===== src/verilog/aluCore_settings.svh =====
`ifndef ALU_CORE_SETTINGS_SVH
`define ALU_CORE_SETTINGS_SVH

// Datapath widths for the ALU core

// Operand and result word
`define ALU_DATA_W 16

// Status flags X N Z V C
`define ALU_FLAG_N 5

// One-hot row vector, bit 0 is "no ALU row"
`define ALU_ROW_N 16

// Microcode column select, columns 1 to 4 in use
`define ALU_COL_W 3

`endif


===== src/verilog/aluPkg.sv =====
`include "aluCore_settings.svh"

package aluPkg;

	// Operand / result word
	typedef logic [`ALU_DATA_W-1:0] aluData_t;

	// One-hot row decoded from ird
	typedef logic [`ALU_ROW_N-1:0] aluRow_t;

	// Microcode column
	typedef logic [`ALU_COL_W-1:0] aluCol_t;

	// Flags, X N Z V C from msb down
	typedef logic [`ALU_FLAG_N-1:0] ccrFlags_t;

	// Flag bit positions
	localparam int flagC = 0;
	localparam int flagV = 1;
	localparam int flagZ = 2;
	localparam int flagN = 3;
	localparam int flagX = 4;

	// ALU operations, opAnd first so reset gives zero
	typedef enum logic [4:0] {
		opAnd,
		opSub, opSubx, opAdd,
		opSub0,		// NOT is 0 - op - 1
		opOr, opEor,
		opSubc, opAddc, opAddx,
		opAsl, opAsr,
		opLsl, opLsr,
		opRol, opRor
	} aluOp_e;

	// Registered control, 29 bits
	typedef struct packed {
		aluOp_e oper;		// Latched on enT4
		ccrFlags_t ccrMask;	// Latched on enT4
		aluRow_t row;		// Latched on enT3
		logic isArX;		// ADDX/SUBX/NEGX, sticky Z
		logic noCcrEn;		// Flags untouched
		logic isByte;
	} aluCtrl_t;

endpackage


===== src/verilog/aluControl.sv =====
`timescale 1ns/10ps

module aluControl (
	input logic clk,
	input logic rstN,
	input logic enT3,
	input logic enT4,
	input aluPkg::aluData_t ird,
	input aluPkg::aluCol_t aluColumn,
	input logic aluIsByte,
	input logic finish,
	output aluPkg::aluCtrl_t ctrl
);
	import aluPkg::*;

	// Mask encodings, X N Z V C
	localparam ccrFlags_t maskAll = 5'b11111;
	localparam ccrFlags_t maskNzvc = 5'b01111;	// C and V cleared by the op where needed
	localparam ccrFlags_t maskNz = 5'b01100;
	localparam ccrFlags_t maskZ = 5'b00100;
	localparam ccrFlags_t maskNone = 5'b00000;

	logic eaRdir;		// Dn or An direct
	logic eaAdir;		// An direct
	logic size11;
	logic [1:0] shiftType;
	logic [3:0] rowIdx;
	aluRow_t cRow;
	logic cIsArX;
	logic cNoCcrEn;
	aluOp_e nextOp;
	ccrFlags_t nextMask;
	ccrFlags_t mask1;

	assign eaRdir = (ird[5:4] == 2'b00);
	assign eaAdir = (ird[5:3] == 3'b001);
	assign size11 = ird[7] & ird[6];
	assign shiftType = size11 ? ird[10:9] : ird[4:3];	// Memory or register form

	// Row number from the opcode, 0 when no ALU row
	always_comb begin
		rowIdx = 4'd0;
		case (ird[15:12])
			4'h0: begin
				if (ird[8])
					rowIdx = ird[7] ? 4'd14 : 4'd13;	// Dynamic bit ops
				else begin
					case (ird[11:9])
						3'b000: rowIdx = 4'd14;	// ORI
						3'b001: rowIdx = 4'd4;	// ANDI
						3'b010: rowIdx = 4'd5;	// SUBI
						3'b011: rowIdx = 4'd2;	// ADDI
						3'b100: rowIdx = ird[7] ? 4'd14 : 4'd13;	// Static bit ops
						3'b101: rowIdx = 4'd13;	// EORI
						3'b110: rowIdx = 4'd6;	// CMPI
						default: rowIdx = 4'd0;
					endcase
				end
			end
			4'h1, 4'h2, 4'h3: rowIdx = 4'd2;	// MOVE
			4'h4: begin
				if (ird[8])
					rowIdx = 4'd6;	// CHK
				else begin
					case (ird[11:9])
						3'b000: rowIdx = 4'd10;	// NEGX
						3'b001: rowIdx = 4'd4;	// CLR
						3'b010: rowIdx = 4'd5;	// NEG
						3'b011: rowIdx = 4'd11;	// NOT
						3'b101: rowIdx = 4'd15;	// TST
						default: rowIdx = 4'd0;
					endcase
				end
			end
			4'h5: begin
				if (size11)
					rowIdx = 4'd15;	// Scc/DBcc
				else
					rowIdx = ird[8] ? 4'd5 : 4'd2;	// SUBQ / ADDQ
			end
			4'h7: rowIdx = 4'd2;	// MOVEQ
			4'h8: rowIdx = (size11 | (ird[8] & eaRdir)) ? 4'd0 : 4'd14;	// OR, no DIV/SBCD
			4'h9: rowIdx = (ird[8] & ~size11 & eaRdir) ? 4'd10 : 4'd5;	// SUBX or SUB/SUBA
			4'hb: rowIdx = (ird[8] & ~size11 & ~eaAdir) ? 4'd13 : 4'd6;	// EOR or CMP
			4'hc: rowIdx = (size11 | (ird[8] & eaRdir)) ? 4'd0 : 4'd4;	// AND, no MUL/ABCD
			4'hd: rowIdx = (ird[8] & ~size11 & eaRdir) ? 4'd12 : 4'd2;	// ADDX or ADD/ADDA
			4'he: begin
				case ({shiftType, ird[8]})
					3'd0: rowIdx = 4'd2;	// ASR
					3'd1: rowIdx = 4'd3;	// ASL
					3'd2: rowIdx = 4'd5;	// LSR
					3'd3: rowIdx = 4'd4;	// LSL
					3'd6: rowIdx = 4'd10;	// ROR
					3'd7: rowIdx = 4'd9;	// ROL
					default: rowIdx = 4'd0;	// ROXL/ROXR not supported
				endcase
			end
			default: rowIdx = 4'd0;
		endcase
	end

	assign cRow = aluRow_t'(1) << rowIdx;

	// Rows 10/12 in these groups are the X family only
	assign cIsArX = ((ird[15:12] == 4'h4) | (ird[15:12] == 4'h9) | (ird[15:12] == 4'hd))
		& ((rowIdx == 4'd10) | (rowIdx == 4'd12));

	// ADDA/SUBA, ADDQ/SUBQ to An, MOVEA
	assign cNoCcrEn = (ird[15] & ~ird[13] & ird[12] & size11)
		| ((ird[15:12] == 4'h5) & eaAdir)
		| ((~ird[15] & ~ird[14] & ird[13]) & (ird[8:6] == 3'b001));

	// Operation from registered row and column
	always_comb begin
		nextOp = opAnd;	// Column 1, also don't care without a row
		if (aluColumn inside {3'd2, 3'd3, 3'd4}) begin
			case (1'b1)
				ctrl.row[2]: nextOp = (aluColumn == 3'd2) ? opAdd :
					(aluColumn == 3'd3) ? opAddc : opAsr;
				ctrl.row[3]: nextOp = (aluColumn == 3'd4) ? opAsl :
					(aluColumn == 3'd2) ? opAddx : opAdd;
				ctrl.row[4]: nextOp = (aluColumn == 3'd4) ? opLsl : opAnd;
				ctrl.row[5], ctrl.row[6]: nextOp = (aluColumn == 3'd2) ? opSub :
					(aluColumn == 3'd3) ? opSubc : opLsr;
				ctrl.row[9]: nextOp = (aluColumn == 3'd4) ? opRol : opSubx;
				ctrl.row[10]: nextOp = (aluColumn == 3'd2) ? opSubx :
					(aluColumn == 3'd3) ? opSubc : opRor;
				ctrl.row[11]: nextOp = opSub0;	// NOT
				ctrl.row[12]: nextOp = opAddx;
				ctrl.row[13]: nextOp = opEor;
				ctrl.row[14]: nextOp = (aluColumn == 3'd4) ? opEor : opOr;
				ctrl.row[15]: nextOp = (aluColumn == 3'd3) ? opAdd : opOr;	// ADD for DBcc
				default: nextOp = opAnd;
			endcase
		end
	end

	// Column 1 mask, Z only for bit ops while not finishing
	assign mask1 = finish ? maskNz : ((ctrl.row[13] | ctrl.row[14]) ? maskZ : maskNzvc);

	always_comb begin
		case (aluColumn)
			3'd1: nextMask = mask1;
			3'd2, 3'd3: begin
				case (1'b1)
					ctrl.row[2], ctrl.row[3], ctrl.row[5], ctrl.row[9],
					ctrl.row[10], ctrl.row[12]: nextMask = maskAll;
					ctrl.row[6], ctrl.row[11]: nextMask = maskNzvc;	// CMP keeps X
					ctrl.row[4], ctrl.row[13], ctrl.row[14]: nextMask = maskNzvc;	// Logic
					default: nextMask = maskNone;	// Row 15 too
				endcase
			end
			3'd4: begin
				case (1'b1)
					ctrl.row[2], ctrl.row[3], ctrl.row[4], ctrl.row[5]: nextMask = maskAll;	// Shifts
					ctrl.row[9], ctrl.row[10]: nextMask = maskNzvc;	// Rotates keep X
					default: nextMask = maskNone;
				endcase
			end
			default: nextMask = maskNone;
		endcase
	end

	always_ff @(posedge clk or negedge rstN) begin
		if (!rstN) begin
			ctrl <= '0;
		end else begin
			if (enT3) begin	// Opcode derived, T3
				ctrl.row <= cRow;
				ctrl.isArX <= cIsArX;
				ctrl.noCcrEn <= cNoCcrEn;
				ctrl.isByte <= aluIsByte;
			end
			if (enT4) begin	// Column derived, T4
				ctrl.oper <= nextOp;
				ctrl.ccrMask <= nextMask;
			end
		end
	end

endmodule


===== src/verilog/aluArith.sv =====
`timescale 1ns/10ps
`include "aluCore_settings.svh"

module aluArith (
	input aluPkg::aluData_t aOperand,
	input aluPkg::aluData_t dOperand,
	input aluPkg::aluCtrl_t ctrl,
	input aluPkg::ccrFlags_t pswCcr,
	input logic coreC,
	output aluPkg::aluData_t arithResult,
	output logic arithCout,
	output logic arithOv
);
	import aluPkg::*;

	logic isAdd;
	logic addCin;
	logic [`ALU_DATA_W:0] sum;	// Extra bit for carry
	logic rMsb, dMsb, aMsb, sMsb;

	assign isAdd = (ctrl.oper == opAdd) | (ctrl.oper == opAddc) | (ctrl.oper == opAddx);

	always_comb begin
		case (ctrl.oper)
			opSub0: addCin = 1'b1;	// NOT = 0 - op - 1
			opAddc, opSubc: addCin = coreC;
			opAddx, opSubx: addCin = pswCcr[flagX];
			default: addCin = 1'b0;	// ADD/SUB
		endcase
	end

	// Subtract is data minus address operand
	always_comb begin
		if (ctrl.isByte)
			sum = isAdd ? {9'b0, dOperand[7:0]} + {9'b0, aOperand[7:0]} + addCin
				: {9'b0, dOperand[7:0]} - {9'b0, aOperand[7:0]} - addCin;
		else
			sum = isAdd ? {1'b0, dOperand} + {1'b0, aOperand} + addCin
				: {1'b0, dOperand} - {1'b0, aOperand} - addCin;
	end

	assign arithCout = ctrl.isByte ? sum[8] : sum[`ALU_DATA_W];

	// Signed overflow on size msb
	assign rMsb = ctrl.isByte ? sum[7] : sum[`ALU_DATA_W-1];
	assign dMsb = ctrl.isByte ? dOperand[7] : dOperand[`ALU_DATA_W-1];
	assign aMsb = ctrl.isByte ? aOperand[7] : aOperand[`ALU_DATA_W-1];
	assign sMsb = isAdd ? aMsb : ~aMsb;	// Effective source sign
	assign arithOv = (sMsb & dMsb & ~rMsb) | (~sMsb & ~dMsb & rMsb);

	always_comb begin
		case (ctrl.oper)
			opAnd: arithResult = aOperand & dOperand;
			opOr: arithResult = aOperand | dOperand;
			opEor: arithResult = aOperand ^ dOperand;
			default: arithResult = ctrl.isByte ? {{8{sum[7]}}, sum[7:0]}	// Sign extended
				: sum[`ALU_DATA_W-1:0];
		endcase
	end

endmodule


===== src/verilog/aluShifter.sv =====
`timescale 1ns/10ps

module aluShifter (
	input aluPkg::aluData_t aOperand,
	input aluPkg::aluCtrl_t ctrl,
	input aluPkg::ccrFlags_t pswCcr,
	output aluPkg::aluData_t shiftResult,
	output logic shiftMsb
);
	import aluPkg::*;

	logic shiftRight;
	logic shiftCin;

	assign shiftMsb = ctrl.isByte ? aOperand[7] : aOperand[15];	// Size msb

	// Direction, left only for ASL/LSL/ROL
	assign shiftRight = (ctrl.oper == opAsr) | (ctrl.oper == opLsr) | (ctrl.oper == opRor);

	always_comb begin
		case (ctrl.oper)
			opLsl, opLsr, opAsl: shiftCin = 1'b0;
			opRol, opAsr: shiftCin = shiftMsb;	// Sign or wrap
			opRor: shiftCin = aOperand[0];
			default: shiftCin = pswCcr[flagX];	// Not a shift, result unused
		endcase
	end

	always_comb begin
		if (shiftRight) begin
			shiftResult = {shiftCin, aOperand[15:1]};
			if (ctrl.isByte)
				shiftResult[7] = shiftCin;	// Byte msb
		end else begin
			shiftResult = {aOperand[14:0], shiftCin};
		end
	end

endmodule


===== src/verilog/aluFlags.sv =====
`timescale 1ns/10ps
`include "aluCore_settings.svh"

module aluFlags (
	input logic clk,
	input logic rstN,
	input logic enT3,
	input aluPkg::aluCol_t aluColumn,
	input logic finish,
	input logic init,
	input logic ftu2Ccr,
	input aluPkg::aluData_t ftu,
	input aluPkg::aluData_t aOperand,
	input aluPkg::aluCtrl_t ctrl,
	input aluPkg::aluData_t arithResult,
	input aluPkg::aluData_t shiftResult,
	input logic arithCout,
	input logic arithOv,
	input logic shiftMsb,
	output aluPkg::aluData_t aluOut,
	output logic [7:0] ccr,
	output aluPkg::ccrFlags_t pswCcr,
	output logic coreC,
	output logic ze
);
	import aluPkg::*;

	aluData_t result;
	ccrFlags_t ccrTemp;		// Unmasked new flags
	ccrFlags_t ccrMasked;
	ccrFlags_t ccrCore;		// Core copy, every executed op
	logic isShift;
	logic nextBit;

	assign isShift = ctrl.oper inside {opAsl, opAsr, opLsl, opLsr, opRol, opRor};
	assign result = isShift ? shiftResult : arithResult;
	assign nextBit = ctrl.isByte ? aOperand[6] : aOperand[14];	// Bit below msb

	always_comb begin
		ccrTemp = '0;
		ccrTemp[flagX] = pswCcr[flagX];	// Kept unless op sets it
		ccrTemp[flagZ] = ctrl.isByte ? ~(|result[7:0]) : ~(|result);
		ccrTemp[flagN] = ctrl.isByte ? result[7] : result[15];
		case (ctrl.oper)
			opAdd, opAddc, opAddx, opSub, opSubc, opSubx: begin
				ccrTemp[flagC] = arithCout;
				ccrTemp[flagX] = arithCout;
				ccrTemp[flagV] = arithOv;
			end
			opLsl: begin
				ccrTemp[flagC] = shiftMsb;
				ccrTemp[flagX] = shiftMsb;
			end
			opAsl: begin
				ccrTemp[flagC] = shiftMsb;
				ccrTemp[flagX] = shiftMsb;
				// V sticks if the msb changed on any step
				ccrTemp[flagV] = pswCcr[flagV] | (shiftMsb ^ nextBit);
			end
			opLsr, opAsr: begin
				ccrTemp[flagC] = aOperand[0];
				ccrTemp[flagX] = aOperand[0];
			end
			opRol: ccrTemp[flagC] = shiftMsb;	// X untouched
			opRor: ccrTemp[flagC] = aOperand[0];
			default: ccrTemp[flagC] = 1'b0;	// Logic ops and SUB0, C V clear
		endcase
	end

	// New bit where masked, old bit elsewhere
	always_comb begin
		ccrMasked = (ccrTemp & ctrl.ccrMask) | (pswCcr & ~ctrl.ccrMask);
		if (finish | ctrl.isArX)
			ccrMasked[flagZ] = ccrTemp[flagZ] & pswCcr[flagZ];	// Z can only clear
	end

	always_ff @(posedge clk or negedge rstN) begin
		if (!rstN) begin
			aluOut <= '0;
			ccrCore <= '0;
			pswCcr <= '0;
		end else if (enT3) begin
			if (|aluColumn) begin	// Column 0 is no ALU op
				aluOut <= result;
				ccrCore <= ccrTemp;
			end
			if (ftu2Ccr)
				pswCcr <= ftu[`ALU_FLAG_N-1:0];
			else if (~ctrl.noCcrEn & (finish | init))
				pswCcr <= ccrMasked;
		end
	end

	assign ccr = {{(8 - `ALU_FLAG_N){1'b0}}, pswCcr};
	assign coreC = ccrCore[flagC];
	assign ze = ~ccrCore[flagZ];	// High after reset

endmodule


===== src/verilog/aluCore.sv =====
`timescale 1ns/10ps

module aluCore (
	input logic clk,
	input logic rstN,
	input logic enT3,
	input logic enT4,
	input aluPkg::aluData_t ird,
	input aluPkg::aluData_t alub,
	input aluPkg::aluData_t iDataBus,
	input aluPkg::aluData_t iAddrBus,
	input aluPkg::aluData_t ftu,
	input aluPkg::aluCol_t aluColumn,
	input logic [1:0] aluDataCtrl,
	input logic aluAddrCtrl,
	input logic aluIsByte,
	input logic finish,
	input logic init,
	input logic ftu2Ccr,
	output aluPkg::aluData_t aluOut,
	output logic [7:0] ccr,
	output logic ze
);
	import aluPkg::*;

	aluData_t aOperand, dOperand;
	aluCtrl_t ctrl;
	ccrFlags_t pswCcr;
	logic coreC;
	aluData_t arithResult, shiftResult;
	logic arithCout, arithOv, shiftMsb;

	// Address side operand
	assign aOperand = aluAddrCtrl ? alub : iAddrBus;

	// Data side operand
	always_comb begin
		case (aluDataCtrl)
			2'b00: dOperand = iDataBus;
			2'b11: dOperand = '1;
			default: dOperand = '0;	// 01, BCD path gone
		endcase
	end

	aluControl control_i (.clk(clk), .rstN(rstN), .enT3(enT3), .enT4(enT4), .ird(ird),
		.aluColumn(aluColumn), .aluIsByte(aluIsByte), .finish(finish), .ctrl(ctrl));

	aluArith arith_i (.aOperand(aOperand), .dOperand(dOperand), .ctrl(ctrl),
		.pswCcr(pswCcr), .coreC(coreC), .arithResult(arithResult),
		.arithCout(arithCout), .arithOv(arithOv));

	aluShifter shifter_i (.aOperand(aOperand), .ctrl(ctrl), .pswCcr(pswCcr),
		.shiftResult(shiftResult), .shiftMsb(shiftMsb));

	aluFlags flags_i (.clk(clk), .rstN(rstN), .enT3(enT3), .aluColumn(aluColumn),
		.finish(finish), .init(init), .ftu2Ccr(ftu2Ccr), .ftu(ftu), .aOperand(aOperand),
		.ctrl(ctrl), .arithResult(arithResult), .shiftResult(shiftResult),
		.arithCout(arithCout), .arithOv(arithOv), .shiftMsb(shiftMsb), .aluOut(aluOut),
		.ccr(ccr), .pswCcr(pswCcr), .coreC(coreC), .ze(ze));

endmodule


===== config.mk =====
export PLATFORM = sky130hd
export DESIGN_NAME = aluCore
export DESIGN_NICKNAME = d
export VERILOG_FILES = /design/src/verilog/aluPkg.sv /design/src/verilog/aluControl.sv /design/src/verilog/aluArith.sv /design/src/verilog/aluShifter.sv /design/src/verilog/aluFlags.sv /design/src/verilog/aluCore.sv
export VERILOG_INCLUDE_DIRS = /design/src /design/src/verilog
export SDC_FILE = /design/constraint.sdc
export NUM_CORES = 1
export LEC_CHECK = 0
export ABC_AREA = 1
export BUFFER_PORTS_ARGS = -buffer_cell sky130_fd_sc_hd__buf_4
export CAP_MARGIN = 40
export CORE_MARGIN = 2
export CORE_UTILIZATION = 60
export DETAILED_ROUTE_END_ITERATION = 10
export GPL_ROUTABILITY_DRIVEN = 1
export PLACE_DENSITY = 0.93
export SYNTH_ARGS = -nofsm -noshare
export SYNTH_HDL_FRONTEND = slang
export SYNTH_SLANG_ARGS = --single-unit

===== constraint.sdc =====
create_clock -name clk -period 8.4 [get_ports clk]
set_clock_uncertainty 0.1 [all_clocks]
set_input_delay 0.84 -clock clk [delete_from_list [all_inputs] [get_ports clk]]
set_output_delay 0.84 -clock clk [all_outputs]
set_load 0.05 [all_outputs]

==> metrics.cfg <==
[critical_path]
slowest_delay_ns = 0.66
critPathSlowestCell = ha_1
path_max_fanout = 16
worstSetupEndpointType = flop
required_ns = 8.52
start_kind = input pin
worstPathArrival_ns = 5.26
crit_top_cell = nand2_1
crit_type = input pin to flop

[sta]
finalSetupViolations = 0
fin_tns_setup_ns = 0
fin_ws_ns = 3.26
rsz0062_at_grt = no
relSlewSlack = 0.414
hold_viol = 0
max_freq_ghz = 0.195
fin_crit_ns = 5.14
worst_pin_slew_ns = 0.870
slew_violations = 0
timing.final.crit_share = 0.612

[placement]
place_ws_ns = 3.07
placed_cells = 1539
portBuffers = 101
place_area_mm2 = 0.00844
dp_hpwl_mm = 19.3
gp_congestion = 0.994

[pwr]
power.leakage_uw = 0.00467
power.density_mw_per_mm2 = 181
total_power_uw = 1560
peakVddDrop_mv = 0.227

[routing]
drc = 0
first_iter_violations = 1130
via_per_inst = 5.89
post_drt_wl_per_cell_um = 16.0
vias = 9117
dr.pass1.iters = 6
antenna_left = 0
wl_mm = 24.8

[floorplan]
chipHeight_um = 117
core_mm2 = 0.0125
row_count = 41
initial_core_util = 0.611
io_pins = 119
dieWidth_um = 117
dieArea_mm2 = 0.0137

[logic_synthesis]
netlist_instances = 1298
synth_compound_area_frac = 0.234
yosys_warnings = 0
synth_area_mm2 = 0.00765
synth_top_family_by_area = simple AND/OR/NAND/NOR gates
synth_cell_types = 58
yosysSeqAreaShare = 0.151
ys_ff_latch = 46
synth-xor-area-share = 0.0101
yosys.area_share.simple = 0.325
synth_mux_area_frac = 0.00147
synthAdderAreaFrac = 0.137
synth.avg_cell_area_um2 = 5.89

[grt]
grt_usage = 0.366
grt_max_degree = 47
antenna_found_initial = 0
grt_pass1_vias = 8569
gr-total-overflow = 0
grt_pass1_wl_mm = 39.9

[cells_and_area]
final_common_cell = nand2_1
fillers = 1153
drive_gt1_frac = 0.115
layout.nets = 1548
finalNonFillerCells = 1547
post-route-cell-area_mm2 = 0.00861
layout-area-overhead-vs-synth_pct = 12.6
final_cell_mix = nand2_1, inv_1, nor2_1, buf_4, a21oi_1
diodes = 0

[cts]
cts_root_buf = clkbuf_16
clkTransAtPathRegs_ns = 0.06
worstSkewPairLatency_ns = 0.29
cts_resized = 0
cts_hold_buffers = 0
htreeDepth = 2
postCtsSetupBuffers = 0
clockBufferDepth = 2
cts_buffers = 5
cts_sinks = 46
cts_tree = built

[status]
status = finished clean

[hold_path]
hold_class = flop to flop

[flow_run]
cap_viol_max_count = 0

-- layout make-up --
type | instances | area (um^2) | area share
well taps | 172 | 215 | 0.0250
repair buffers | 103 | 773 | 0.0898
multi-input cells | 982 | 5420 | 0.629
clock buffers | 6 | 129 | 0.0150
flip-flops and latches | 46 | 1150 | 0.134
inverters | 236 | 886 | 0.103
clock inverters | 2 | 37.5 | 0.00436
-- critical path, delay by kind of cell --
family / cells / cell delay (ns)
compound gates: 6 / 1.26
simple gates: 12 / 1.26
fa+ha+maj: 2 / 1.31
buf+inv: 5 / 0.58
-- power by group --
part / switching [uW] / internal [uW] / total, uW
clock: 84.2 / 141 / 225
sequential: 40.4 / 269 / 309
combinational: 702 / 323 / 1020
-- per-stage QoR --
stage	util	hold WS [ns]
2_1_floorplan	-	0.350
3_3_place_gp	0.675	0.367
3_5_place_dp	0.675	0.371
4_1_cts	0.688	0.390
5_1_grt	0.688	0.423
6_report	0.688	0.388
-- worst paths after layout --
kind                                      endpoint  slack [ns]  cells past startpoint                from
worst min register to register  flags_i.aluOut[12]        0.39                      2  flags_i.aluOut[12]
worst max-delay path                          flop        3.26                     25      aluDataCtrl[0]
worst min-delay path            flags_i.aluOut[12]        0.39                      2  flags_i.aluOut[12]
min in group asynchronous        flags_i.aluOut[9]        0.46                      1                rstN
max in group asynchronous        control_i.ctrl[0]        7.35                      1                rstN
worst max register to register                flop        3.82                     31  control_i.ctrl[25]
-- logic make-up (layout without fill, tap and decap cells) --
family                   Yosys count  count (layout)
AO/OA/AOI/OAI                    307             307
other                              1               3
flip-flops                        46              46
XOR/XNOR                           8               8
AND/OR/NAND/NOR                  583             583
adder cells (fa/ha/maj)           80              80
buffers and inverters            272             347
multiplexers                       1               1
-- Yosys cell counts (all sizes together) --
cell type	n	area, um^2
a2111o	1	11.3
a211oi	4	30.0
a21boi	1	7.51
a21o	4	30.0
a21oi	107	562
a221o	2	20.0
a221oi	4	35.0
a22oi	9	72.6
a2bb2oi	1	8.76
a31o	1	8.76
a31oi	9	56.3
a41oi	1	8.76
and2	3	18.8
buf	22	145
clkbuf	14	52.6
clkinv	4	15.0
conb	1	3.75
dfrtp	46	1150
fa	6	120
ha	74	926
inv	232	871
mux2	1	11.3
nand2	332	1280
nand3	99	521
nand3b	1	7.51
nand4	7	43.8
nor2	116	453
nor3	15	80.1
nor3b	1	7.51
nor4	3	40.0
o211ai	8	60.1
o21a	2	15.0
o21ai	101	520
o21bai	7	52.6
o22ai	40	250
o31ai	4	30.0
o41ai	1	8.76
or2	6	37.5
xnor2	2	25.0
xor2	6	52.6
-- routing by layer --
metal | up-vias | global-route usage | part of all wire
met5 | - | 0 | 0
met4 | 0 | 0.191 | 0.045
met3 | 87 | 0.0438 | 0.091
met2 | 537 | 0.616 | 0.47
met1 | 4123 | 0.463 | 0.39
li1 | 4370 | - | -
Note: power is estimated with default switching activity, not from simulation.
